**src/verilog/ring_pkg.sv**
```systemverilog
package ring_pkg;

    // Ring-side field widths
    localparam int RING_ADDR_W = 24;
    localparam int RING_DATA_W = 32;
    localparam int RING_MASK_W = 4;
    localparam int RING_TAG_W  = 5;
    localparam int RING_ID_W   = 3;

    // One mask bit per byte lane
    localparam int RING_BYTES  = RING_MASK_W;

    typedef logic [RING_ADDR_W-1:0] ring_addr_t;
    typedef logic [RING_DATA_W-1:0] ring_data_t;
    typedef logic [RING_MASK_W-1:0] ring_mask_t;
    typedef logic [RING_TAG_W-1:0]  ring_tag_t;
    typedef logic [RING_ID_W-1:0]   ring_id_t;

    // A single ring slot
    // valid marks an occupied slot, is_rsp tells request from response
    typedef struct packed {
        logic       valid;
        logic       is_rsp;
        logic       wr;
        ring_id_t   master_id;
        ring_tag_t  tag;
        ring_mask_t mask;
        ring_addr_t addr;
        ring_data_t data;
    } ring_pkt_t;

endpackage
```
**src/verilog/load_align.sv**
```systemverilog
`timescale 1ns/1ps

module load_align
(
    input  ring_pkg::ring_mask_t mask,
    input  ring_pkg::ring_data_t data,
    output ring_pkg::ring_data_t aligned
);

    // Full word wins, then the upper half, then the lower half,
    // otherwise the highest selected byte
    always_comb
    begin
        if (mask == 4'b1111)
        begin
            aligned = data;
        end
        else if (mask[3:2] == 2'b11)
        begin
            aligned = {16'd0, data[31:16]};
        end
        else if (mask[1:0] == 2'b11)
        begin
            aligned = {16'd0, data[15:0]};
        end
        else if (mask[3])
        begin
            aligned = {24'd0, data[31:24]};
        end
        else if (mask[2])
        begin
            aligned = {24'd0, data[23:16]};
        end
        else if (mask[1])
        begin
            aligned = {24'd0, data[15:8]};
        end
        else
        begin
            // Also covers an empty mask
            aligned = {24'd0, data[7:0]};
        end
    end

endmodule

```
**config.mk**
```make
export PLATFORM = sky130hd
export DESIGN_NAME = load_align
export DESIGN_NICKNAME = d
export VERILOG_FILES = /design/src/verilog/ring_pkg.sv /design/src/verilog/load_align.sv
export SDC_FILE = /design/constraint.sdc
export NUM_CORES = 1
export LEC_CHECK = 0
export BUFFER_PORTS_ARGS = -buffer_cell sky130_fd_sc_hd__buf_2
export CAP_MARGIN = 20
export CORE_AREA = 2 2 45 43
export DETAILED_ROUTE_END_ITERATION = 16
export DIE_AREA = 0 0 47 45
export PLACE_DENSITY = 0.88
export SYNTH_ARGS = -nofsm -noshare
export SYNTH_HDL_FRONTEND = slang
export SYNTH_SLANG_ARGS = --single-unit
```
**constraint.sdc**
```tcl
create_clock -name vclk -period 1.05
set_clock_uncertainty 0.1 [all_clocks]
set_input_delay 0 -clock vclk [all_inputs]
set_output_delay 0 -clock vclk [all_outputs]
set_load 0.03 [all_outputs]
```
# == Word level (Yosys, flattened, before mapping) ==
# Index checks and enable logic that the tools add are counted.
# op_classes
n_eq_ne,3
muxes,6
# op_table
op,count
16-bit two-way mux,2
32-bit two-way mux,1
8-bit two-way mux,3
"2-bit equality test, second input constant",2
"4-bit equality test, second input constant",1
# word_totals
ff_bits,0
input_bits,36
output_inout_bits,32
elab_cells,9

# == Depth between registers and ports, before layout ==
# Gate-level depths: netlist (run 1).
# depth
ltp_word,6
depth_mapped,5

# == Worst setup path before layout (run 1) ==
# Ideal clock, no wire load.
# synth_path
path_type,input to output
startpoint,input mask[3]
endpoint,output aligned[6]
arrival_time_ns,1.240
t_required_ns,0.950
setup_slack_ns,-0.290
cell_stages,4
n_path_buf,1
path_cell_list,buf_6 > nor2b_4 > o31a_1 > a2111oi_2
# synth_between
elab_chain_len,4
word_cells_on_any_way,6
classes_between,eq/ne: 2; mux: 4
# synth_lines
item,line,rtl
"start, declared",load_align.sv:5,"input ring_pkg::ring_mask_t mask,"
8-bit two-way mux,load_align.sv:26,else if (mask[3])
16-bit two-way mux,load_align.sv:22,else if (mask[1:0] == 2'b11)
16-bit two-way mux,load_align.sv:18,else if (mask[3:2] == 2'b11)
32-bit two-way mux *,load_align.sv:14,if (mask == 4'b1111)
"end, declared",load_align.sv:7,output ring_pkg::ring_data_t aligned
# Mark *: on every way between the ends. The rest lies on a longest branch, timed or not.

# == Worst setup path after layout (run 1) ==
# layout_path
startpoint,input mask[1]
endpoint,output aligned[6]
# layout_between
elab_chain_len,6
word_cells_on_any_way,8
classes_between,eq/ne: 2; mux: 6
# layout_lines
item,line,rtl
8-bit two-way mux,load_align.sv:34,else if (mask[1])
8-bit two-way mux,load_align.sv:30,else if (mask[2])
8-bit two-way mux,load_align.sv:26,
16-bit two-way mux,load_align.sv:22,
16-bit two-way mux,load_align.sv:18,
32-bit two-way mux *,load_align.sv:14,
# Marks and branches as above.

==> results of run 1 <==
where the power goes:
part | leakage [nW] | switching [mW] | internal, mW | total [mW]
logic | 0.669 | 0.361 | 0.334 | 0.695
clock network | 0 | 0 | 0 | 0
registers | 0 | 0 | 0 | 0
total | 0.669 | 0.361 | 0.334 | 0.695
cells in the final DEF (no fill, tap or decap), drive strengths merged, types with 2 or more instances in the layout:
master,n
inv,8
nor3,8
a22o,8
a221o,7
buf,90
and2,10
a2bb2oi,7
nor2,11
a21oi,8
nand2,2
routing by layer:
layer  track usage  vias to the layer above
met4       0.01667                        0
met5             0                        -
met1        0.3133                      451
met3      0.004000                        6
li1              -                      478
met2        0.5096                       64
stage by stage:
stage                     std cells  utilization  area (µm²)  power [mW]
after CTS                       185       0.7360        1186      0.6467
final                           189       0.7834        1262      0.6946
after global routing            189       0.7834        1262      0.7308
after floorplan                  82            -       586.8      0.3427
after detailed placement        183       0.6405        1032      0.5467
after global placement          183       0.6405        1032      0.5355
path summary, 6_finish.rpt:
check | start | cells after the start | end
worst max-delay path | mask[1] | 6 | aligned[6]
worst min-delay path | data[28] | 3 | aligned[12]
worst max-delay path: stages:
cell,delay (ns)
buf_6,0.09
buf_6,0.12
nor3b_2,0.15
o31a_1,0.27
a2111oi_4,0.19
buf_4,0.21
area by class of cell:
type / instances / area [µm²]
fill: 103 / 349.1
inverter: 8 / 30.03
multi-input combinational: 67 / 548.0
tap: 24 / 30.03
timing repair buffer: 90 / 654.4
cells by family after synthesis:
group,after synthesis,share of synthesized area
simple gates,34,0.3491
buf+inv,15,0.1577
compound gates,33,0.4933
what timing repair did:
item	in CTS	in global routing
buffers inserted	2	4
endpoints found under the setup margin	16	27
resized for setup	34	16
pin swaps	17	12
==> flow_summary.ini, run 1 <==
[route]
routed.top_layer = met4
drtPass1Iterations = 4
ant_nets = 0
via_per_inst = 5.286
drt-met1-wl_um = 1020
route.met3.wl_um = 249
via_count = 999
routed_wl_um = 2697
wl_met2_um = 1380
wl_per_cell_um = 14.27
drc_errors = 0
drtIter0Drc = 27

[run_status]
violations = negative setup slack
status = finished with violations

[place]
place_congestion = 0.7054
numPortBuffers = 68
dp_slack_ns = -0.2410
dp_hpwl_um = 1856

[floorplanning]
fp.dieH_um = 45
placementRows = 14
initial_core_util = 0.3447
io_pins = 68
fp.dieW_um = 47
dieArea_um2 = 2115
core_um2 = 1612

[sta]
min_period_ns = 1.133
maxSlewHeadroom = 0.6684
fin_ws_ns = -0.08340
setup_tns_ns = -0.3652
setup_viol = 15
fmax_mhz = 882.3
period_share = 1.079
worst_slew_pin_slew_ns = 0.4929
drv_slew = 0
hold_violations = 0
hold_ws_ns = 0.2444
rsz0062_at_grt = true

[cells_and_area]
nets = 203
regArea_um2 = 0
nClkBuffers = 0
drive_gt1_frac = 0.6424
antenna_cells = 0
area_growth_pct = 127.3
seq_cell_count = 0

[grt]
grt_pass1_wl_um = 4126
grt_max_degree = 15
grt_pass1_vias = 950
grt_util_all_layers = 0.2570
antenna_found_initial = 0
grt-ovfl-total = 0

[logic_synthesis]
synth_most_common_cell = and2_1
yosysTopAreaCellShare = 0.1261
synth_cell_types = 21
syn-cell-area_um2 = 555.5
syn_area_per_cell_um2 = 6.775
yosysSeqAreaShare = 0
synth_top_area_cell = a221o_1
netlist_instances = 82
synth_fp_nets = 118
synth_commonest_cells = and2_1, nor2_1
netlist_top_cells_area = a221o_1, a22o_1, and2_1, a2bb2oi_1, a21oi_1
yosysWarnings = 0

[pwr]
vdd_drop_max_v = 0.0003529
power_density_nw_per_um2 = 550.2
total_leakage_power_nw = 0.6694

[setup_path]
arrival_ns = 1.03
worstSetupPathType = input pin to output pin
cp.required_ns = 0.95
worst_setup_path_end_kind = output pin
critPathLaunchType = input pin
path_max_fanout = 6

[flow_run]
cap_violations = 0

[clock_tree]
cts_hold_buf = 0

[worst_hold_path]
hold_class = input pin to output pin
Note: power is estimated with default switching activity, not from simulation.
==> run 2: changes to the inputs <==
- CORE_AREA: 2 2 45 43 -> 2 2 48 46
- DIE_AREA: 0 0 47 45 -> 0 0 50 48
- PLACE_DENSITY: 0.88 -> 0.81
- clock period: 1.05 -> 1 ns (I/O delays scaled with it)
==> flow_summary.ini, run 2 (synthesized netlist as in run 1, its figures left out) <==
[run_status]
status = finished with violations
violations = negative setup slack

[floorplanning]
io_pins = 68
dieArea_um2 = 2400
fp.dieW_um = 50
fp.dieH_um = 48
placementRows = 15
core_um2 = 1858
initial_core_util = 0.2990

[cells_and_area]
seq_cell_count = 0
final_util = 0.7791
nets = 205
area_growth_pct = 160.6
drive_gt1_frac = 0.6946
fillCellCount = 103
multi_input_area_um2 = 638.1
stdcell_count = 192
layout_common_cells = buf_2, buf_4, buf_6
regArea_um2 = 0
layout_commonest_cell = buf_2
nClkBuffers = 0
antenna_cells = 0

[sta]
min_period_ns = 1.079
drv_slew = 0
hold_violations = 0
setup_tns_ns = -0.3163
worst_slew_pin_slew_ns = 0.4069
setup_viol = 8
hold_ws_ns = 0.2457
fmax_mhz = 927.2
fin_ws_ns = -0.07857
rsz0062_at_grt = true
period_share = 1.079
maxSlewHeadroom = 0.7279

[worst_hold_path]
hold_class = input pin to output pin

[setup_path]
critPathMaxStageDelay_ns = 0.40
critical_path_buf_inv_count = 3
path_max_fanout = 7
cpLargestDelayFamily = compound AO/OA/AOI/OAI gates
path_common_cell = buf_6
arrival_ns = 0.98
cp.required_ns = 0.90
worst_setup_path_end_kind = output pin
worstSetupPathType = input pin to output pin
slowest_stage = a221o_1
critPathLaunchType = input pin
cp_cell_sequence = buf_12 > buf_6 > a221o_1 > a2bb2oi_4 > buf_6

[place]
dp_hpwl_um = 2025
placed_cells = 186
numPortBuffers = 68
place_congestion = 0.7813

[grt]
grt_max_degree = 15
grt_pass1_wl_um = 4002
grt_pass1_vias = 852
grt.met1_usage = 0.2619
antenna_found_initial = 0
grt_util_met2 = 0.4237
grt.busiest_layer = met2
grt_use_met3 = 0.02813
grt_util_all_layers = 0.2151
grt-ovfl-total = 0

[route]
via_per_inst = 5.813
drc_errors = 0
drtIter0Drc = 55
ant_nets = 0
wl_per_cell_um = 19.20
routed_wl_um = 3686
drtPass1Iterations = 4
via_count = 1116

[pwr]
vdd_drop_max_v = 0.0003265
total_leakage_power_nw = 0.7194
p_total_mw = 0.8479
power_density_nw_per_um2 = 585.7

[flow_run]
cap_violations = 0
-- run 2: where the power goes --
part           internal, mW  switching [mW]  leakage (nW)  total (mW)
Clock                     0               0             0           0
Combinational         0.414           0.434         0.719       0.848
Sequential                0               0             0           0
Total                 0.414           0.434         0.719       0.848
-- run 2: path summary, 6_finish.rpt --
kind / start / to / slack (ns) / depth (start not counted)
max: mask[3] / aligned[3] / -0.08 / 5
min: data[23] / aligned[23] / 0.25 / 3
-- run 2: cell type report --
cell class	count	share of cell area
multi-input cells	67	0.4408
well taps	25	0.02161
repair buffers	92	0.5169
inverters	8	0.02074
-- run 2: metrics by stage --
stage,setup slack (ns),instance area [µm²]
after floorplan,-0.06729,673.1
after global placement,-0.1661,1147
after detailed placement,-0.2159,1147
after CTS,-0.07530,1260
after global routing,-0.09079,1448
final,-0.07857,1448
-- run 2: repair_timing --
| action | CTS | global route |
|---|---|---|
| setup buffers | 0 | 5 |
| resized for setup | 40 | 31 |
| hold buffers | 0 | 0 |
| pin swaps | 19 | 11 |
| gates cloned | 0 | 2 |
| setup endpoints to repair | 25 | 31 |
-- run 2: layer usage --
| layer | share of wire | wire length, µm | vias to the layer above |
|---|---|---|---|
| li1 | - | - | 481 |
| met1 | 0.37 | 1382 | 536 |
| met2 | 0.50 | 1845 | 93 |
| met3 | 0.12 | 427 | 6 |
| met4 | 0.0081 | 30 | 0 |
| met5 | 0 | 0 | - |
==> run 3: changes to the inputs <==
- CORE_AREA: 2 2 48 46 -> 3 3 49 47
- DIE_AREA: 0 0 50 48 -> 0 0 52 50
==> flow_summary.ini, run 3 (synthesized netlist as in run 1, its figures left out) <==
[sta]
fmax_mhz = 915.2
rsz0062_at_grt = true
period_share = 1.093
min_period_ns = 1.093
drv_slew = 0
hold_ws_ns = 0.2555
hold_violations = 0
setup_viol = 11
fin_ws_ns = -0.09261
worst_slew_pin_slew_ns = 0.2905
maxSlewHeadroom = 0.8064

[place]
place_congestion = 0.8037
dp_slack_ns = -0.2281
numPortBuffers = 68
dp_hpwl_um = 2157

[cells_and_area]
drive_gt1_frac = 0.6909
regArea_um2 = 0
layout_commonest_cell = buf_2
nClkBuffers = 0
nets = 203
fillCellCount = 111
area_growth_pct = 153.8
seq_cell_count = 0
antenna_cells = 0
layout_common_cells = buf_2, buf_4, buf_6

[grt]
grt-ovfl-total = 0
antenna_found_initial = 0
grt_pass1_vias = 1109
grt_max_degree = 15
grt_pass1_wl_um = 5244
grt_util_all_layers = 0.2589

[floorplanning]
io_pins = 68
fp.dieW_um = 52
placementRows = 15
fp.dieH_um = 50
initial_core_util = 0.2990
core_um2 = 1858
dieArea_um2 = 2600

[worst_hold_path]
hold_class = input pin to output pin

[setup_path]
critPathMaxStageDelay_ns = 0.20
critical_path_buf_inv_count = 4
worst_setup_path_end_kind = output pin
cp.required_ns = 0.90
critPathLaunchType = input pin
arrival_ns = 0.99
cpLargestDelayFamily = buffers and inverters
path_common_cell = buf_4
worstSetupPathType = input pin to output pin
path_max_fanout = 7
cp_cell_sequence = buf_4 > buf_4 > nand2_4 > nor2_2 > buf_6 > and2_1 > buf_4
slowest_stage = and2_1

[route]
ant_nets = 0
routed_wl_um = 3902
drc_errors = 0
via_count = 1121
drtPass1Iterations = 4
wl_per_cell_um = 20.54
drtIter0Drc = 53
via_per_inst = 5.900

[run_status]
violations = negative setup slack
status = finished with violations

[pwr]
clkPwrFrac = 0
power.internal_mw = 0.3990
seqPwrFrac = 0
switchingPower_mw = 0.4387
total_leakage_power_nw = 0.6969
p_comb_frac = 1.000
vdd_drop_max_v = 0.0003587
swShare = 0.5237
power_density_nw_per_um2 = 594.0

[clock_tree]
cts_hold_buf = 0

[flow_run]
cap_violations = 0
## run 3: path summary, 6_finish.rpt
check | from | endpoint | slack [ns] | cells after the start
hold / removal | data[25] | aligned[9] | 0.26 | 3
setup / recovery | mask[2] | aligned[21] | -0.09 | 7
## run 3: stage by stage
step | cell area (µm²) | std cells | power (mW) | setup TNS (ns) | util
2_1_floorplan | 673.1 | 82 | 0.4241 | -0.2014 | -
3_3_place_gp | 1135 | 186 | 0.6350 | -2.837 | 0.6108
3_5_place_dp | 1135 | 186 | 0.6513 | -3.402 | 0.6108
4_1_cts | 1321 | 187 | 0.7642 | -0.02597 | 0.7111
5_1_grt | 1410 | 190 | 0.8720 | -0.9176 | 0.7589
6_report | 1410 | 190 | 0.8377 | -0.2823 | 0.7589
## run 3: layer usage
layer,up-vias,global-route usage,part of all wire
met1,513,0.2778,0.34
met3,24,0.04834,0.12
met5,-,0,0
li1,479,-,-
met2,105,0.4791,0.48
met4,0,0.1048,0.060
## run 3: final cells by class
type,instances,area (µm²),share of cell area
repair buffers,90,705.7,0.5004
multi-input cells,67,643.1,0.4561
well taps,25,31.28,0.02218
inverters,8,30.03,0.02130
## run 3: timing repair
item / CTS / global route
endpoints found under the hold margin: 0 / 0
setup endpoints to repair: 30 / 30
gates resized for setup: 49 / 25
pin swaps: 9 / 9
buffers inserted: 0 / 4
gates cloned: 1 / 0
## run 3: power by group through the flow
stage                     Clock, mW  Combinational [mW]  Sequential [mW]
after CTS                         0               0.764                0
after global routing              0               0.872                0
final                             0               0.838                0
after global placement            0               0.635                0
after floorplan                   0               0.424                0
after detailed placement          0               0.651                0
