## src/verilog/lsu_skid_buffer.sv

```systemverilog
`timescale 1ns/1ps

module lsu_skid_buffer #(
    parameter type T = logic [31:0]
)
(
    input  logic clk,
    input  logic rst_n,
    input  logic in_valid,
    output logic in_ready,
    input  T     in_data,
    output logic out_valid,
    input  logic out_ready,
    output T     out_data
);

    logic skid_valid;
    T     skid_data;
    logic out_valid_d;
    logic skid_valid_d;
    logic load_out;
    logic load_skid;
    logic from_skid;
    logic in_fire;

    assign in_fire = in_valid && in_ready;

    always_comb
    begin
        out_valid_d  = out_valid;
        skid_valid_d = skid_valid;
        load_out     = 1'b0;
        load_skid    = 1'b0;
        from_skid    = 1'b0;
        if (!out_valid || out_ready)
        begin
            // Head is free or draining, refill from skid first
            if (skid_valid)
            begin
                out_valid_d  = 1'b1;
                skid_valid_d = 1'b0;
                from_skid    = 1'b1;
            end
            else
            begin
                out_valid_d = in_fire;
                load_out    = in_fire;
            end
        end
        else if (in_fire)
        begin
            // Head is stuck, park the new entry
            skid_valid_d = 1'b1;
            load_skid    = 1'b1;
        end
    end

    always_ff @(posedge clk)
    begin
        if (!rst_n)
        begin
            out_valid  <= 1'b0;
            skid_valid <= 1'b0;
            in_ready   <= 1'b0;
        end
        else
        begin
            out_valid  <= out_valid_d;
            skid_valid <= skid_valid_d;
            in_ready   <= !skid_valid_d;
        end
    end

    always_ff @(posedge clk)
    begin
        if (load_out)
            out_data <= in_data;
        else if (from_skid)
            out_data <= skid_data;
        if (load_skid)
            skid_data <= in_data;
    end

endmodule

```

## config.mk

```make
export PLATFORM = sky130hd
export DESIGN_NAME = lsu_skid_buffer
export DESIGN_NICKNAME = d
export VERILOG_FILES = /design/src/verilog/lsu_skid_buffer.sv
export SDC_FILE = /design/constraint.sdc
export NUM_CORES = 1
export LEC_CHECK = 0
export BUFFER_PORTS_ARGS = -buffer_cell sky130_fd_sc_hd__buf_2
export CAP_MARGIN = 20
export CORE_ASPECT_RATIO = 0.75
export CORE_UTILIZATION = 46
export DETAILED_ROUTE_END_ITERATION = 8
export GPL_ROUTABILITY_DRIVEN = 0
export PLACE_DENSITY = 0.82
export SKIP_CTS_REPAIR_TIMING = 1
export SLEW_MARGIN = 0
export SYNTH_ARGS = -nofsm -noshare
export SYNTH_HDL_FRONTEND = slang
export SYNTH_SLANG_ARGS = --single-unit
```

## constraint.sdc

```tcl
create_clock -name clk -period 2.3 [get_ports clk]
set_input_delay 0.23 -clock clk [delete_from_list [all_inputs] [get_ports clk]]
set_output_delay 0.23 -clock clk [all_outputs]
set_load 0.01 [all_outputs]
```

* Yosys cells after proc, flatten, opt, wreduce, memory -nomap -nowiden
Cells that the tools add are included.
Storage, ports and cells: bits in registers 67
Cells by class: reductions and logical operators 5, multiplexer cells 11
Operator list (count):
- $mux 32 | 2
- $mux 1 | 9
- $logic_not 1->1 | 2
- $reduce_bool 2->1 | 1
- $logic_and 1x1->1 | 1
- $logic_or 1x1->1 | 1

* Depth between registers and ports, before layout
Gate-level depths: netlist (run 1).
word-level depth 5, mapped depth 4

* Least setup slack after synthesis (run 1)
No wires, ideal clock.
path kind reg-to-reg, start reg in_ready, end reg skid_data[0] (netlist name) (enable), required time 1.879 ns, period minus slack after synthesis 2.287 ns, arrival time 1.866 ns, setup time 0.421 ns, setup slack 0.013 ns, cell stages (with the launch flop) 3, path buffers 0, path through dfxtp_1 -> nand2_1 -> nor2_1
On the way: longest elaborated chain between the ends 3
RTL lines:
- start, declared | RTL line 10 | output logic in_ready,
- start signal, assigned | RTL line 70 | in_ready <= !skid_valid_d;
- $logic_and 1x1->1 | RTL line 26 | assign in_fire = in_valid && in_ready;
- $mux 1 | RTL line 50 | else if (in_fire)
- $mux 1 | RTL line 35 | if (!out_valid || out_ready)
- named net load_skid | RTL line 22 | logic load_skid;
- end signal, assigned | RTL line 81 | skid_data <= in_data;
- end, declared | RTL line 18 | T skid_data;
The timed path passes the listed nets, and every way through them passes these cells. A chain may end at the register's enable or synchronous reset.

* Final worst setup path (run 1)
start reg out_valid, end reg out_data[24] (netlist name), data pin
On the way: longest elaborated chain between the ends 4
RTL lines:
- start, declared | RTL line 12 | output logic out_valid,
- start signal, assigned | RTL line 68 | out_valid <= out_valid_d;
- $logic_not 1->1 | RTL line 35
- $logic_or 1x1->1 | RTL line 35
- $mux 1 | RTL line 35
- $mux 32 | RTL line 76 | if (load_out)
- end signal, assigned | RTL line 77 | out_data <= in_data;
- end signal, assigned | RTL line 79 | out_data <= skid_data;
- end, declared | RTL line 14 | output T out_data
No other way between the ends.

==> results of run 1 <==
-- cells in the mapped netlist --
cell	instances
nand2_1	1
nor3_4	1
mux2_2	30
nor2b_1	1
dfxtp_1	3
nor2b_4	1
mux2_1	2
nand2b_1	1
edfxtp_1	64
nor2_1	3
and2_1	1
a21oi_1	1
a21boi_0	1
buf_6	3
-- state kept, by name, indices dropped and copies added, names as in the netlist --
register    count
skid_valid      1
skid_data      32
out_valid       1
out_data       32
in_ready        1
-- power by group through the flow --
stage	clock (mW)	sequential [mW]	combinational (mW)
finish	0.805	1.38	0.157
global route	0.900	1.39	0.170
CTS	0.834	1.38	0.158
detailed placement	0	1.41	0.157
global placement	0	1.41	0.153
floorplan	0	1.43	0.0657
-- layout make-up --
cell class,count,area [µm²]
timing repair buffer,72,380.4
fill,408,1944
clock inverter,5,30.03
multi-input combinational,43,451.7
tap,72,90.09
sequential,67,1982
clock buffer,11,131.4
-- worst max-delay path by stage --
stage	to	cells past startpoint	from	slack (ns)
2_1_floorplan	skid_data[0]	2	in_ready	0.01
3_3_place_gp	out_data[19]	4	out_valid	0.68
3_5_place_dp	out_data[24]	4	in_ready	0.63
4_1_cts	out_data[24]	4	in_ready	0.62
5_1_grt	out_data[24]	4	in_ready	0.54
6_report	out_data[24]	4	out_valid	0.62
-- kinds of logic after synthesis --
family | share of synthesized area
DFF | 0.8082
AOI/OAI and AO/OA | 0.005101
buffers and inverters | 0.01377
muxes | 0.1469
and+or+nand+nor | 0.02602
-- metal layers --
metal,GRT usage,vias to the layer above,part of all wire
met3,0.08543,6,0.074
li1,-,599,-
met4,0.08750,0,0.014
met5,0,-,0
met2,0.2728,51,0.48
met1,0.2034,635,0.43
==> key figures, run 1 <==
Pwr
  – Switching Share: 0.2177
  – Worst VDD drop: ~0.00052 V
  – Switching pwr: roughly 0.5 mW
  – Combinational power share: 0.067
  – Tot Pwr: 2.345 mW
  – P_int: roughly 1.8 mW
  – Clock share of power: 0.343
  – Cell Pwr Density: approximately 760 nW/µm²
  – P_leak: around 1.1 nW
  – Sequential power share: 0.590

Hold path
  – WHS Endpoint: skid_data[11]
  – Hold path start: in_data[11]
  – Hold depth: 1
  – Worst Hold Class: in -> reg

Timing
  – Fin. max-slew vios: 0
  – Slew @ Worst Pin: 0.4374 ns
  – Clock skew: roughly 0.0064 ns
  – Relative slew slack: 0.7084
  – Final Hold Fails: 0
  – Tcrit/Tclk final: 0.7306
  – FMAX: slightly below 0.6 GHz
  – Setup TNS Final: 0 ns
  – Worst hold margin: slightly below 0.08 ns
  – Final worst setup slack: around 0.62 ns
  – RSZ-0062 raised after global routing: no
  – Setup violators final: 0
  – Fin crit period: around 1.7 ns

Logic synthesis
  – Post-synthesis register bit count: 67
  – Netlist cell types: 14
  – Yosys top cell area share: 0.7837
  – Mapped Avg Cell Area: 21.70 µm²
  – Sequential area share after synthesis: 0.8082
  – Synthesized net count: about 150
  – Synth area leader: edfxtp_1
  – Mapped Cells: 113
  – Ys Warns: 0
  – Post-Syn Area: 2452 µm²
  – Ranking of synthesized cells by area: edfxtp_1 (78%), mux2_2 (14%), dfxtp_1 (2.4%)

Routing
  – WL final: between 4000 and 5000 µm
  – Number of vias in the routed layout: ~1.3k
  – Pre-Repair DR Iteration Count: 4
  – DRT iter0 DRCs: around 110
  – ANT nets after route: 0
  – Via density: about 4.8
  – WL per Instance: between 15 and 20 µm
  – DRC: 0

Worst setup path
  – Crit path DAT: 1.78 ns
  – Critical Path, Cell by Cell: nor2b_4 -> nor3_4 -> buf_4 -> mux2_2
  – CP top delay family: buffers and inverters
  – RR Startpoint: out_valid
  – FF-to-FF setup slack: between 0.6 and 0.7 ns
  – Worst-path maximum fanout: 32
  – CP max stage delay: around 0.41 ns
  – CP endpoint kind: flop
  – R2R depth: 4
  – Setup CP Type: reg -> reg
  – Crit path max-delay cell type: buf_4
  – Crit start category: flop
  – CP bufs+invs: 1
  – RR Endpoint: out_data[24]
  – CP Data Required Time: about 2.4 ns

Final layout
  – Core Util, Final: 0.6119
  – Final Cell Area: 3065 µm²
  – Non-Filler Instances: 270
  – Share of cells above drive strength 1: 0.6010
  – Commonest non-fill, non-tap cells in the layout: buf_2 (69), edfxtp_1 (64), mux2_2 (30)
  – Area Growth Syn to Fin: 25.00%
  – # diodes: 0
  – Nets: 229
  – Most common cell after layout, fill and taps aside: buf_2

GRT
  – First-pass GRT wire length: 6789 µm
  – Gr ovfl total: 0
  – Vias in the first global route: 1,354
  – Gr usage total: 0.1753
  – Initial antenna violation count: 0
  – Largest net degree at the start of global routing: 33

CTS
  – Insertion delay to the later sink of the worst-skew pair: 0.34 ns
  – Worst-path clk slew: approximately 0.070 ns
  – Num CTS Buffers: 9
  – Clock sink count: 67
  – Max Buffers Root-to-Sink: 2
  – H-tree level count: 3
  – Root Buffer: clkbuf_8
  – TritonCTS clock tree: yes

Outcome
  – Status: finished clean

Floorplan
  – Die X: around 86 µm
  – Core Box Area: 5010 µm²
  – Initial Utilization: 0.4895
  – Core Rows: 22
  – # IOs: 70
  – Die Footprint: roughly 5600 µm²
  – Die Y: roughly 65 µm

Placement
  – Placed Instances: 254
  – Area post-placement: about 2900 µm²
  – Setup WS pre-CTS: 0.6299 ns
  – Dpl hpwl: about 2800 µm
  – IO buf count: ~70

Job
  – Max_cap viols: 0
(Power assumes the default switching activity.)
==> run 2, diff against run 1 <==
--- a/config.mk
+++ b/config.mk
@@ -5,13 +5,14 @@
 export SDC_FILE = /design/constraint.sdc
 export NUM_CORES = 1
 export LEC_CHECK = 0
+export ABC_AREA = 1
 export BUFFER_PORTS_ARGS = -buffer_cell sky130_fd_sc_hd__buf_2
 export CAP_MARGIN = 20
 export CORE_ASPECT_RATIO = 0.75
-export CORE_UTILIZATION = 46
+export CORE_UTILIZATION = 51
 export DETAILED_ROUTE_END_ITERATION = 8
 export GPL_ROUTABILITY_DRIVEN = 0
-export PLACE_DENSITY = 0.82
+export PLACE_DENSITY = 0.85
 export SKIP_CTS_REPAIR_TIMING = 1
 export SLEW_MARGIN = 0
 export SYNTH_ARGS = -nofsm -noshare
==> constraint.sdc (replaced) <==
create_clock -name clk -period 1.75 [get_ports clk]
set_input_delay 0.175 -clock clk [delete_from_list [all_inputs] [get_ports clk]]
set_output_delay 0.175 -clock clk [all_outputs]
set_load 0.01 [all_outputs]
==> key figures, run 2 <==
Job
  – Max_cap viols: 0 (unchanged)

GRT
  – Vias in the first global route: 1,599 (was 1,354)
  – Largest net degree at the start of global routing: 33 (unchanged)
  – Gr usage total: 0.1970 (was 0.1753)
  – Initial antenna violation count: 0 (unchanged)
  – First-pass GRT wire length: 7624 µm (was 6789 µm)
  – Gr ovfl total: 0 (unchanged)

Timing
  – Fin. max-slew vios: 0 (unchanged)
  – Relative slew slack: 0.7701 (was 0.7084)
  – Setup violators final: 0 (unchanged)
  – Clock skew: 0.009722 ns (was 0.006423 ns)
  – Slew @ Worst Pin: 0.3446 ns (was 0.4374 ns)
  – Tcrit/Tclk final: 0.8577 (was 0.7306)
  – FMAX: 0.6662 GHz (was 0.5951 GHz)
  – Setup TNS Final: 0 ns (unchanged)
  – Fin crit period: 1.501 ns (was 1.680 ns)
  – Final Hold Fails: 0 (unchanged)
  – RSZ-0062 raised after global routing: no (unchanged)

Final layout
  – Biggest regs: out_data x32, skid_data x32 (unchanged)
  – Commonest non-fill, non-tap cells in the layout: buf_2 (69), nand2_1 (67), edfxtp_1 (64) (was buf_2 (69), edfxtp_1 (64), mux2_2 (30))
  – Nets: 301 (was 229)
  – Share of cells above drive strength 1: 0.3494 (was 0.6010)
  – Core Util, Final: 0.6761 (was 0.6119)
  – Final Cell Area: 3127 µm² (was 3065 µm²)
  – Layout filler cell count: 356 (was 408)
  – Most common cell after layout, fill and taps aside: buf_2 (unchanged)
  – # diodes: 0 (unchanged)
  – Area Growth Syn to Fin: 23.22% (was 25.00%)
  – Non-Filler Instances: 326 (was 270)

Floorplan
  – Die Y: 63.09 µm (was 65.24 µm)
  – Initial Utilization: 0.5487 (was 0.4895)
  – Die X: 83.45 µm (was 86.31 µm)
  – # IOs: 70 (unchanged)
  – Die Footprint: 5264 µm² (was 5630 µm²)
  – Core Box Area: 4624 µm² (was 5010 µm²)
  – Core Rows: 21 (was 22)

Logic synthesis
  – EDFF count, synth: 64 (unchanged)
  – Top post-synthesis cells by count: nand2_1 (67), edfxtp_1 (64), nand3_1 (32) (was edfxtp_1 (64), mux2_2 (30), buf_6 (3), dfxtp_1 (3), nor2_1 (3))
  – Netlist cell types: 15 (was 14)
  – Synthesized net count: 224 (was 149)
  – Mapped Cells: 188 (was 113)
  – Synth area leader: edfxtp_1 (unchanged)
  – Top-count cell post-synth: nand2_1 (was edfxtp_1)
  – Sequential area share after synthesis: 0.7811 (was 0.8082)
  – Ys Warns: 0 (unchanged)
  – Most common flop cell mapped by yosys: edfxtp_1 (unchanged)
  – Post-Syn Area: 2537 µm² (was 2452 µm²)
  – Yosys top cell area share: 0.7574 (was 0.7837)
  – Post-synthesis register bit count: 67 (unchanged)
  – Ranking of synthesized cells by area: edfxtp_1 (76%), nand2_1 (9.9%), nand3_1 (6.3%) (was edfxtp_1 (78%), mux2_2 (14%), dfxtp_1 (2.4%))
  – Mapped Avg Cell Area: 13.50 µm² (was 21.70 µm²)
  – FFs w/ async S/R, synth: 0 (unchanged)

Outcome
  – Status: finished clean (unchanged)

Worst setup path
  – Critical Path, Cell by Cell: nand2_2 -> nand2_1 -> nand2_1 -> clkinvlp_4 -> buf_12 (was nor2b_4 -> nor3_4 -> buf_4 -> mux2_2)
  – Crit path max-delay cell type: dfxtp_1 (was buf_4)
  – CP max stage delay: 0.32 ns (was 0.41 ns)
  – Crit path DAT: 1.59 ns (was 1.78 ns)
  – CP bufs+invs: 2 (was 1)
  – CP most frequent cell: nand2_1
  – Worst-path maximum fanout: 21 (was 32)
  – Setup CP Type: reg -> reg (unchanged)
  – CP endpoint kind: flop (unchanged)
  – CP top delay family: buffers and inverters (unchanged)
  – Crit start category: flop (unchanged)
  – CP Data Required Time: 1.84 ns (was 2.39 ns)

CTS
  – Max Buffers Root-to-Sink: 2 (unchanged)
  – H-tree level count: 3 (unchanged)
  – Insertion delay to the later sink of the worst-skew pair: 0.34 ns (about the same)
  – Worst-path clk slew: 0.07 ns (about the same)
  – Root Buffer: clkbuf_8 (unchanged)
  – Num CTS Buffers: 9 (unchanged)
  – Clock sink count: 67 (unchanged)
  – TritonCTS clock tree: yes (unchanged)

Placement
  – Area post-placement: 2952 µm² (was 2904 µm²)
  – IO buf count: 69 (unchanged)
  – Dpl hpwl: 3144 µm (was 2755 µm)
  – Placed Instances: 311 (was 254)

Routing
  – WL per Instance: 14.29 µm (was 15.47 µm)
  – Pre-Repair DR Iteration Count: 4 (unchanged)
  – DRC: 0 (unchanged)
  – Number of vias in the routed layout: 1,647 (was 1,291)
  – ANT nets after route: 0 (unchanged)
  – WL final: 4659 µm (was 4178 µm)
  – Via density: 5.052 (was 4.781)
  – DRT iter0 DRCs: 91 (was 111)

Pwr
  – Cell Pwr Density: 1037 nW/µm² (was 764.9 nW/µm²)
  – P_leak: 1.333 nW (was 1.129 nW)
  – Tot Pwr: 3.242 mW (was 2.345 mW)
  – Worst VDD drop: 0.0006581 V (was 0.0005160 V)

Hold path
  – Worst Hold Class: in -> reg (unchanged)
==> run 2: changes by cell type in the layout (fill, tap and decap cells not counted), moves of 2 or more <==
cell | before | now
nand2_2 | 0 | 2
buf_4 | 2 | 5
inv_1 | 0 | 3
nand2_1 | 1 | 67
nand3_1 | 0 | 32
mux2_1 | 2 | 0
mux2_2 | 30 | 0
==> run 2: area by class of cell <==
cell class              instances  area, µm²  share of cell area
well taps                      57      71.32             0.02281
clock inverters                 3      40.04             0.01281
flip-flops and latches         67       1982              0.6339
multi-input cells             107      473.0              0.1513
repair buffers                 75      402.9              0.1289
inverters                       5      22.52            0.007203
clock buffers                  12      135.1             0.04322
==> run 2: power by group <==
part           internal [mW]  switching (mW)  total, mW
combinational         0.0887           0.145      0.234
clock                  0.647           0.533       1.18
sequential              1.81          0.0140       1.83
==> run 2: worst reg2reg max path, stage by stage (launching register included) <==
cell        delay [ns]
dfxtp_1           0.32
nand2_2           0.13
nand2_1           0.14
nand2_1           0.13
clkinvlp_4        0.27
buf_12            0.26
==> run 2: metrics by stage <==
step                hold slack [ns]  setup slack, ns
finish                      0.02575           0.2490
global route               0.008000           0.1399
CTS                         0.01037           0.2528
detailed placement           0.3705           0.2746
global placement             0.3686           0.3272
floorplan                    0.2739          0.09700
==> run 2: layer usage <==
layer  track usage  up-vias  share of wire
met4       0.08263        0          0.015
met1        0.2468      761           0.41
met3       0.07864       10          0.081
li1              -      812              -
met5             0        -              0
met2        0.3084       64           0.49
==> run 2: cell families after synthesis <==
family          share of synthesized area
flops                              0.7811
buf+inv                           0.03550
simple gates                       0.1790
compound gates                   0.004438
==> run 2: path summary, 6_finish.rpt <==
check / startpoint / end / slack (ns) / depth (start not counted)
setup / recovery: in_ready / out_data[30] / 0.25 / 5
hold / removal: in_data[12] / skid_data[12] / 0.03 / 1
setup reg to reg: in_ready / out_data[30] / 0.25 / 5
hold reg to reg: skid_data[21] / out_data[21] / 0.50 / 2
