## config.mk

```make
export PLATFORM = sky130hd
export DESIGN_NAME = ring_master_node
export DESIGN_NICKNAME = d
export VERILOG_FILES = /design/src/verilog/ring_pkg.sv /design/src/verilog/lsu_pkg.sv /design/src/verilog/ring_master_node.sv
export SDC_FILE = /design/constraint.sdc
export NUM_CORES = 1
export LEC_CHECK = 0
export BUFFER_PORTS_ARGS = -buffer_cell sky130_fd_sc_hd__buf_4
export CAP_MARGIN = 20
export CELL_PAD_IN_SITES_DETAIL_PLACEMENT = 1
export CELL_PAD_IN_SITES_GLOBAL_PLACEMENT = 2
export CORE_MARGIN = 3
export CORE_UTILIZATION = 28
export CTS_CLUSTER_DIAMETER = 80
export DETAILED_ROUTE_END_ITERATION = 10
export GPL_TIMING_DRIVEN = 0
export MAX_ROUTING_LAYER = met4
export PLACE_DENSITY = 0.82
export SYNTH_ARGS = -nofsm -noshare
export SYNTH_HDL_FRONTEND = slang
export SYNTH_SLANG_ARGS = --single-unit
```

## constraint.sdc

```tcl
create_clock -name clk -period 5.6 [get_ports clk]
set_input_delay 0.28 -clock clk [delete_from_list [all_inputs] [get_ports clk]]
set_output_delay 0.28 -clock clk [all_outputs]
set_load 0.05 [all_outputs]
```

## src/verilog/ring_pkg.sv

```systemverilog
package ring_pkg;

    // Ring-side field widths
    localparam int RING_ADDR_W = 24;
    localparam int RING_DATA_W = 32;
    localparam int RING_MASK_W = 4;
    localparam int RING_TAG_W  = 5;
    localparam int RING_ID_W   = 3;

    // One mask bit per byte lane
    localparam int RING_BYTES  = RING_MASK_W;

    typedef logic [RING_ADDR_W-1:0] ring_addr_t;
    typedef logic [RING_DATA_W-1:0] ring_data_t;
    typedef logic [RING_MASK_W-1:0] ring_mask_t;
    typedef logic [RING_TAG_W-1:0]  ring_tag_t;
    typedef logic [RING_ID_W-1:0]   ring_id_t;

    // A single ring slot
    // valid marks an occupied slot, is_rsp tells request from response
    typedef struct packed {
        logic       valid;
        logic       is_rsp;
        logic       wr;
        ring_id_t   master_id;
        ring_tag_t  tag;
        ring_mask_t mask;
        ring_addr_t addr;
        ring_data_t data;
    } ring_pkt_t;

endpackage
```

## src/verilog/lsu_pkg.sv

```systemverilog
package lsu_pkg;

    // Core-side widths
    localparam int LSU_THREAD_W = 5;
    localparam int LSU_REG_W    = 3;

    typedef logic [LSU_THREAD_W-1:0] lsu_thread_t;
    typedef logic [LSU_REG_W-1:0]    lsu_reg_t;

    // Request from the core
    typedef struct packed {
        lsu_thread_t          thread;
        logic                 wr;
        lsu_reg_t             reg_idx;
        ring_pkg::ring_mask_t mask;
        ring_pkg::ring_addr_t addr;
        ring_pkg::ring_data_t data;
    } lsu_req_t;

    // Load data handed back to the core register file
    typedef struct packed {
        lsu_thread_t          thread;
        lsu_reg_t             reg_idx;
        ring_pkg::ring_data_t data;
    } lsu_load_t;

    // What the tracker remembers about an outstanding request
    typedef struct packed {
        lsu_reg_t             reg_idx;
        ring_pkg::ring_mask_t mask;
        logic                 wr;
    } trk_entry_t;

endpackage

```

## src/verilog/ring_master_node.sv

```systemverilog
`timescale 1ns/1ps

module ring_master_node #(
    parameter int MASTER_ID = 0
)
(
    input  logic                clk,
    input  logic                rst_n,
    input  logic                req_valid,
    output logic                req_ready,
    input  lsu_pkg::lsu_req_t   req,
    input  ring_pkg::ring_pkt_t ring_in,
    output ring_pkg::ring_pkt_t ring_out,
    output logic                rsp_valid,
    input  logic                rsp_ready,
    output ring_pkg::ring_pkt_t rsp
);
    import ring_pkg::*;

    localparam ring_id_t MY_ID = ring_id_t'(MASTER_ID);

    logic      pend_valid;
    ring_pkt_t pend;
    logic      own_rsp;
    logic      take;
    logic      slot_free;
    logic      insert;
    logic      req_fire;
    ring_pkt_t slot_d;

    // Responses for this master are offered straight off the ring input
    assign own_rsp   = ring_in.valid && ring_in.is_rsp && (ring_in.master_id == MY_ID);
    assign rsp_valid = own_rsp;
    assign rsp       = ring_in;
    assign take      = own_rsp && rsp_ready;

    // A slot freed by a taken response can carry the pending request
    assign slot_free = !ring_in.valid || take;
    assign insert    = pend_valid && slot_free;
    assign req_ready = !pend_valid || insert;
    assign req_fire  = req_valid && req_ready;

    always_ff @(posedge clk)
    begin
        if (!rst_n)
            pend_valid <= 1'b0;
        else if (req_fire)
            pend_valid <= 1'b1;
        else if (insert)
            pend_valid <= 1'b0;
    end

    always_ff @(posedge clk)
    begin
        if (req_fire)
        begin
            pend <= '{valid:     1'b1,
                      is_rsp:    1'b0,
                      wr:        req.wr,
                      master_id: MY_ID,
                      tag:       req.thread,
                      mask:      req.mask,
                      addr:      req.addr,
                      data:      req.data};
        end
    end

    always_comb
    begin
        slot_d = ring_in;
        if (insert)
            slot_d = pend;
        else if (take)
            slot_d.valid = 1'b0;
    end

    // One cycle per hop
    always_ff @(posedge clk)
    begin
        ring_out <= slot_d;
        if (!rst_n)
            ring_out.valid <= 1'b0;
    end

endmodule

```

* Word level (Yosys, flattened, before mapping)
Cells that the tools add are included.
Storage, ports and cells: bits in registers 138, bits in latches 0, memory bits (writable) 0, memory bits (read-only) 0, output and inout port bits 144, logic and storage cells 30, memories kept 0
Operators by class: $add $sub $neg 0, multiply operators 0, div/mod/pow operators 0, order comparisons 0, equality and inequality tests 0, shift operators 0, multiplexer cells 5, bitwise operators 0, reductions and logical operators 11
Operators with widths (count):
- $mux W69 | 1
- $logic_and A1 B1 Y1 | 5
- $mux W1 | 4
- $logic_not A3 Y1 | 1
- $logic_not A1 Y1 | 2
- $logic_or A1 B1 Y1 | 2
- $reduce_bool A2 Y1 | 1

* Logic depth before layout (Yosys ltp)
Gate-level depths: netlist (run 1).
depth in word-level cells 8, mapped depth 5, mapped depth without buffers 3

* Worst setup path after synthesis (run 1)
No wires, ideal clock.
path kind input -> register, start in ring_in[66] in the netlist's numbering, end reg pend[0] in the netlist's numbering, enable pin, setup time 498 ps, arrival 3571 ps, required time 5102 ps, setup slack 1531 ps, stages on the path 3, cells stage by stage nor3b_1 > a21oi_1 > nor2b_1
On the way: word-level cells in the longest chain between the ends 7
Ends and longest elaborated chain:
- start, declared | RTL line ring_master_node.sv:12 | input ring_pkg::ring_pkt_t ring_in,
- $logic_not A3 Y1 | RTL line ring_master_node.sv:32 | assign own_rsp = ring_in.valid && ring_in.is_rsp && (ring_in.master_id == MY_ID);
- $logic_and A1 B1 Y1 | RTL line ring_master_node.sv:32
- $logic_and A1 B1 Y1 | RTL line ring_master_node.sv:35 | assign take = own_rsp && rsp_ready;
- $logic_or A1 B1 Y1 | RTL line ring_master_node.sv:38 | assign slot_free = !ring_in.valid || take;
- $logic_and A1 B1 Y1 | RTL line ring_master_node.sv:39 | assign insert = pend_valid && slot_free;
- $logic_or A1 B1 Y1 | RTL line ring_master_node.sv:40 | assign req_ready = !pend_valid || insert;
- $logic_and A1 B1 Y1 | RTL line ring_master_node.sv:41 | assign req_fire = req_valid && req_ready;
- named net req_fire | RTL line ring_master_node.sv:28 | logic req_fire;
- end signal, assigned | RTL line ring_master_node.sv:57 | pend <= '{valid: 1'b1,
- end, declared | RTL line ring_master_node.sv:23 | ring_pkt_t pend;
The timed path passes the listed nets, and every way through them passes these cells. A chain may end at the register's enable or synchronous reset.

* Final worst setup path (run 1)
start reg pend_valid, end out req_ready
On the way: word-level cells in the longest chain between the ends 2, elaborated cells on any way between the ends 3
Ends and longest elaborated chain:
- start, declared | RTL line ring_master_node.sv:22 | logic pend_valid;
- start signal, assigned | RTL line ring_master_node.sv:46 | pend_valid <= 1'b0;
- start signal, assigned | RTL line ring_master_node.sv:48 | pend_valid <= 1'b1;
- start signal, assigned | RTL line ring_master_node.sv:50 | pend_valid <= 1'b0;
- $logic_not A1 Y1 or $logic_and A1 B1 Y1 (tied branches) | RTL line ring_master_node.sv:40, ring_master_node.sv:39
- $logic_or A1 B1 Y1 (*) | RTL line ring_master_node.sv:40
- end, declared | RTL line ring_master_node.sv:10 | output logic req_ready,
Every way passes the cells marked *; elsewhere a longest branch is shown, timed or not.

==> results.json, run 1 <==
{
  "run_status": "finished, final reports clean",
  "crit_arrival_ns": 1.46,
  "clock_sinks": 138,
  "die_footprint_mm2": 0.0199,
  "timing.critical_path.slowest_stage_cell": "dfxtp_1",
  "cts.repair_timing.setup_buffer_count": 0,
  "total_core_area_mm2": 0.0175,
  "sequence_of_cells_on_the_critical_path": "nand2_1, a21oi_1, inv_1, buf_4",
  "worst-slew-pin-transition_ns": 0.355,
  "cellPowerDensity_mw_per_mm2": 343,
  "synthToLayoutAreaGrowth_pct": 59.3,
  "preCtsSetupSlack_ns": 3.69,
  "synth_seq_area_share_pct": 67.1,
  "final_period_util_pct": 31.0,
  "path_clk_slew_ns": 0.06,
  "max_cap_violations": 0,
  "yosysWarningCount": 0,
  "static_leakage_power_nw": 3.72,
  "synth_most_common_cell": "buf_4",
  "netlist.area_leader.share_pct": 38.8,
  "final-hold-violation-count": 0,
  "timing.final.setup_violations": 0,
  "ant_nets": 0,
  "cts_hold_repair.buffers": 0,
  "grt_start_max_net_pins": 33,
  "fin_util_pct": 46.4,
  "place.gp.congestion": 0.798,
  "grt_antenna_before_repair": 1,
  "startpoint_type": "flip-flop",
  "cp_slowest_stage_delay_ns": 0.39,
  "crit_fanout": 5,
  "floorplan.die.width_um": 141,
  "synth.largest_area_cell": "edfxtp_1",
  "relSlewSlack_pct": 76.3,
  "syn_avg_cell_area_um2": 16.9,
  "drc_errors": 0,
  "final_design_area_no_fill_mm2": 0.00813,
  "async_s_r_ff_share_synth_pct": 0,
  "root_buffer": "clkbuf_16",
  "floorplan.die.height_um": 141,
  "synth-seq-cells": 138,
  "cts_tree": "done",
  "io_buffers": 284,
  "ctsHtreeMaxLevel": 4,
  "rsz0062_at_grt": "no",
  "drtPass1Iterations": 4,
  "worstSetupPathType": "reg -> out",
  "place.detailed.hpwl_mm": 11.0,
  "finalPower_mw": 2.79,
  "cts-resized-gates": 0,
  "via_count_of_the_first_global_routing_pass": 3801,
  "totalWireLength_mm": 13.8,
  "ys_types": 20,
  "grt_use_total_pct": 14.2,
  "postSynthCellCount": 302,
  "placed_cell_area_mm2": 0.00756,
  "final.setup.tns_ns": 0,
  "hp-class": "in -> reg",
  "synth_top_area_cells": "edfxtp_1 39%, dfxtp_1 28%, mux2_4 12%",
  "synth_enable_flop_cells": 66,
  "layout.nets": 751,
  "fillers": 1839,
  "worst_clock_skew_ns": 0.00780,
  "mappedNetlistArea_mm2": 0.00510,
  "fp-row-count": 48,
  "yosys_most_used_dff": "dfxtp_1",
  "post-route-min-period_ns": 1.74,
  "grt_pass1_wl_mm": 20.6,
  "fmax_mhz": 575,
  "worstSkewPairLatency_ns": 0.41,
  "post_synth_top_cells": "73 x buf_4, 72 x dfxtp_1, 66 x edfxtp_1",
  "route.detailed.wl_per_inst_um": 16.3,
  "maximum_buffer_depth_of_the_clock_tree": 2,
  "share_of_cells_above_drive_strength_1_pct": 74.8,
  "max-vdd-ir-drop_mv": 0.190,
  "vias_per_cell": 4.02,
  "critical_path.n_buffers_inverters": 2,
  "crit_family": "flip-flops",
  "drtIter0Drc": 73,
  "cts-buffers-inserted": 17,
  "count_of_final_max_slew_check_failures": 0,
  "initial_core_util_pct": 29.1,
  "boundaryPins": 288,
  "worst_setup_path_end_kind": "output port",
  "syn-num-nets": 446,
  "worst_slack_ns": 3.86,
  "grt_remaining_overflow": 0,
  "critPathRequiredTime_ns": 5.32,
  "vias": 3402
}
-- worst register-to-register path: cells and delay by family, from the launching register on --
family | cells | cell delay (ns)
compound gates | 1 | 0.21
buf+inv | 2 | 0.38
simple gates | 1 | 0.14
flops | 1 | 0.39
mux | 1 | 0.31
-- cells by family after synthesis --
family | share of synthesized area [%]
buf+inv | 12.8
simple gates | 1.47
flops | 67.1
mux | 17.5
compound gates | 1.18
-- worst paths after layout --
kind / depth (start not counted) / from / end / slack (ns)
setup / recovery: 4 / pend_valid / req_ready / 3.86
hold / removal: 1 / req[13] / pend[13] / 0.04
setup reg to reg: 5 / pend_valid / ring_out[57] / 4.04
hold reg to reg: 1 / pend[18] / ring_out[18] / 0.47
-- per-stage QoR --
stage / std cells / hold slack, ns
after global placement: 811 / 0.453
after global routing: 846 / 0.00866
after CTS: 845 / 0.0141
after floorplan: 302 / 0.379
final: 846 / 0.0428
after detailed placement: 813 / 0.458
-- where the power goes --
group	switching (mW)	internal, mW
sequential	0.0193	1.13
combinational	0.340	0.238
clock	0.434	0.624
total	0.793	1.99
-- flip-flops by register name (all words and copies together), names as in the netlist --
register and count:
ring_out 71, pend_valid 1, pend 66
-- routing by layer --
metal  track usage, %  wire, um
met1             14.9      5170
met2             24.1      7040
met3             6.45      1450
met4             4.33       163
met5                -         0
-- layout make-up --
class                           instances  area, um2  share of cell area (%)
Tap cell                              225        282                    3.46
Buffer                                 78        643                    7.91
Inverter                                2       7.51                  0.0924
Timing Repair Buffer                  286       2170                    26.7
Clock inverter                         13        120                    1.48
Sequential cell                       138       3420                    42.1
Clock buffer                           19        443                    5.45
Antenna cell                            1       2.50                  0.0308
Multi-Input combinational cell         84       1040                    12.7
-- cells in the final DEF, fill, tap and decap left out, drive strengths merged --
cell	netlist	final
a21boi	2	2
a21oi	1	1
and2	3	3
buf	78	364
bufinv	0	1
clkbuf	0	19
clkinv	0	4
clkinvlp	0	6
dfxtp	72	72
diode	0	1
edfxtp	66	66
inv	2	4
mux2	66	66
nand2	1	1
nand2b	1	1
nand3b	1	1
nor2b	2	2
nor3b	2	2
o21a	2	2
o21ai	1	1
o41ai	1	1
or3b	1	1
Note: power is estimated with default switching activity, not from simulation.
==> inputs of run 2 (changes only) <==
- clock period: 5.6 -> 1.6 ns (I/O delays scaled with it)
==> run 2 against run 1 <==
  * Critical path depth up 3
  * Final cell count is 17% higher
  * Clock-buffer cell count stayed put
  * Core utilization grew 8.3 points
  * Via count grew 18%
  * Sequential power increased to 3.5 times the previous value
  * Cell area is 18% higher
  * First-iteration DRC count rose by 36%
==> results.json, run 2 (synthesis gave the netlist of run 1 again) <==
{
  "critPathRequiredTime_ns": 1.89,
  "run_status": "finished, final reports clean",
  "worstSetupPathType": "in -> reg",
  "static_leakage_power_nw": 4.33,
  "cts-resized-gates": 0,
  "clock_sinks": 138,
  "startpoint_type": "input port",
  "worst_setup_path_end_kind": "flip-flop",
  "critical_path_depth": 7,
  "cp_slowest_stage_delay_ns": 0.53,
  "worst_clock_skew_ns": 0.00748,
  "finalPower_mw": 10.2,
  "critical_path.reg2reg.endpoint": "ring_out[43]",
  "final_cell_mix": "358 x buf_4, 139 x dlygate4sd3_1, 71 x dfxtp_1, 66 x edfxtp_1, 40 x mux2_4",
  "total_core_area_mm2": 0.0175,
  "critical_path.n_buffers_inverters": 4,
  "floorplan.die.width_um": 141,
  "max-vdd-ir-drop_mv": 0.707,
  "floorplan.die.height_um": 141,
  "totalWireLength_mm": 17.3,
  "grt_start_max_net_pins": 33,
  "io_buffers": 284,
  "cp-endpoint": "ring_out[43]",
  "drc_errors": 0,
  "place.gp.congestion": 0.836,
  "final-hold-violation-count": 0,
  "cts_tree": "done",
  "timing.critical_path.slowest_stage_cell": "dlygate4sd3_1",
  "crit_family": "buffers and inverters",
  "placed_cell_area_mm2": 0.00758,
  "fmax_mhz": 657,
  "crit_arrival_ns": 1.82,
  "r2r_cells": 5,
  "share_of_cells_above_drive_strength_1_pct": 61.5,
  "relSlewSlack_pct": 84.1,
  "vias": 4018,
  "worstReg2RegStart": "pend_valid",
  "layout.nets": 892,
  "final_period_util_pct": 95.2,
  "crit_fanout": 10,
  "die_footprint_mm2": 0.0199,
  "path_clk_slew_ns": 0.06,
  "route.detailed.wl_per_inst_um": 17.5,
  "hp-class": "in -> reg",
  "most_common_cell_after_layout_fill_and_taps_aside": "buf_4",
  "worst-slew-pin-transition_ns": 0.236,
  "grt_pass1_wl_mm": 26.0,
  "worstSkewPairLatency_ns": 0.41,
  "drtIter0Drc": 99,
  "drtPass1Iterations": 4,
  "post-route-min-period_ns": 1.52,
  "synthToLayoutAreaGrowth_pct": 87.9,
  "ant_nets": 0,
  "worst_setup_path_startpoint": "ring_in[70]",
  "max_cap_violations": 0,
  "initial_core_util_pct": 29.1,
  "via_count_of_the_first_global_routing_pass": 4711,
  "regMostFlops": "ring_out",
  "rsz0062_at_grt": "no",
  "sequence_of_cells_on_the_critical_path": "dlygate4sd3_1, buf_4, nand2b_1, o21ai_4, buf_8, buf_12, mux2_4",
  "largest_register_ff_count": 71,
  "ctsHtreeMaxLevel": 4,
  "fp-row-count": 48,
  "grt_use_total_pct": 17.8,
  "place.detailed.hpwl_mm": 11.1,
  "maximum_buffer_depth_of_the_clock_tree": 2,
  "cts-buffers-inserted": 17,
  "launch_instance_of_the_worst_min_delay_path": "ring_in[65]",
  "boundaryPins": 288,
  "worst-r2r-setup-slack_ns": 0.09,
  "root_buffer": "clkbuf_16",
  "timing.final.setup_violations": 0,
  "count_of_final_max_slew_check_failures": 0,
  "final_design_area_no_fill_mm2": 0.00959,
  "grt_antenna_before_repair": 2,
  "grt_remaining_overflow": 0,
  "vias_per_cell": 4.06,
  "cellPowerDensity_mw_per_mm2": 1070,
  "top_regs": "ring_out: 71 flops, pend: 66 flops, pend_valid: 1 flops"
}
-- run 2: cell count changes in the layout (fill, tap and decap cells not counted), sizes merged --
cell	before	now
buf	364	365
bufinv	1	2
clkbuf	19	20
clkinv	4	3
clkinvlp	6	4
diode	1	3
dlygate4sd3	0	139
inv	4	6
-- run 2: layer usage --
layer  routed length [um]  track usage, %  part of all wire (%)
met1                 6640            18.8                    38
met2                 9100            31.5                    53
met3                 1240            5.73                   7.2
met4                  307            5.92                   1.8
met5                    0               -                     0
-- run 2: tightest hold or removal path, cell delays in order --
cell and delay, ns:
buf_4 0.11, o41ai_1 0.06, a21boi_0 0.16
-- run 2: through the flow --
step	TNS, ns	hold WS, ns	setup WS (ns)	util [%]	std cells
global placement	-63.64	0.258	-0.911	43.0	811
finish	0	0.0594	0.0775	54.7	989
CTS	0	0.0296	0.0429	54.4	984
floorplan	-17.07	0.179	-0.259	-	302
detailed placement	-5.96	0.259	-0.113	43.2	813
global route	0	0.0605	0.0187	54.6	988
-- run 2: worst min path at each step --
stage	endpoint	slack [ns]	cells past startpoint
after floorplan	pend[0]	0.18	0
after global placement	pend[14]	0.26	1
after detailed placement	pend[10]	0.26	1
after CTS	ring_out[69]	0.03	3
after global routing	ring_out[69]	0.06	3
final	ring_out[69]	0.06	3
-- run 2: power by group --
group | leakage (nW) | total (mW) | internal (mW) | switching, mW
clock | 0.268 | 3.85 | 2.31 | 1.54
combinational | 2.81 | 2.36 | 1.07 | 1.29
sequential | 1.25 | 4.04 | 3.96 | 0.0737
-- run 2: timing repair --
action,in CTS,in global routing
hold buffers,139,0
endpoints found under the hold margin,138,0
buffers inserted,0,1
endpoints found under the setup margin,0,32
-- run 2: cell type report --
cell class | instances | area, um2
clock inverters | 13 | 143
fillers | 1756 | 7950
well taps | 225 | 282
multi-input cells | 84 | 1050
repair buffers | 427 | 3600
clock buffers | 19 | 433
flip-flops and latches | 138 | 3420
inverters | 2 | 7.51
diodes | 3 | 7.51
plain buffers | 78 | 643
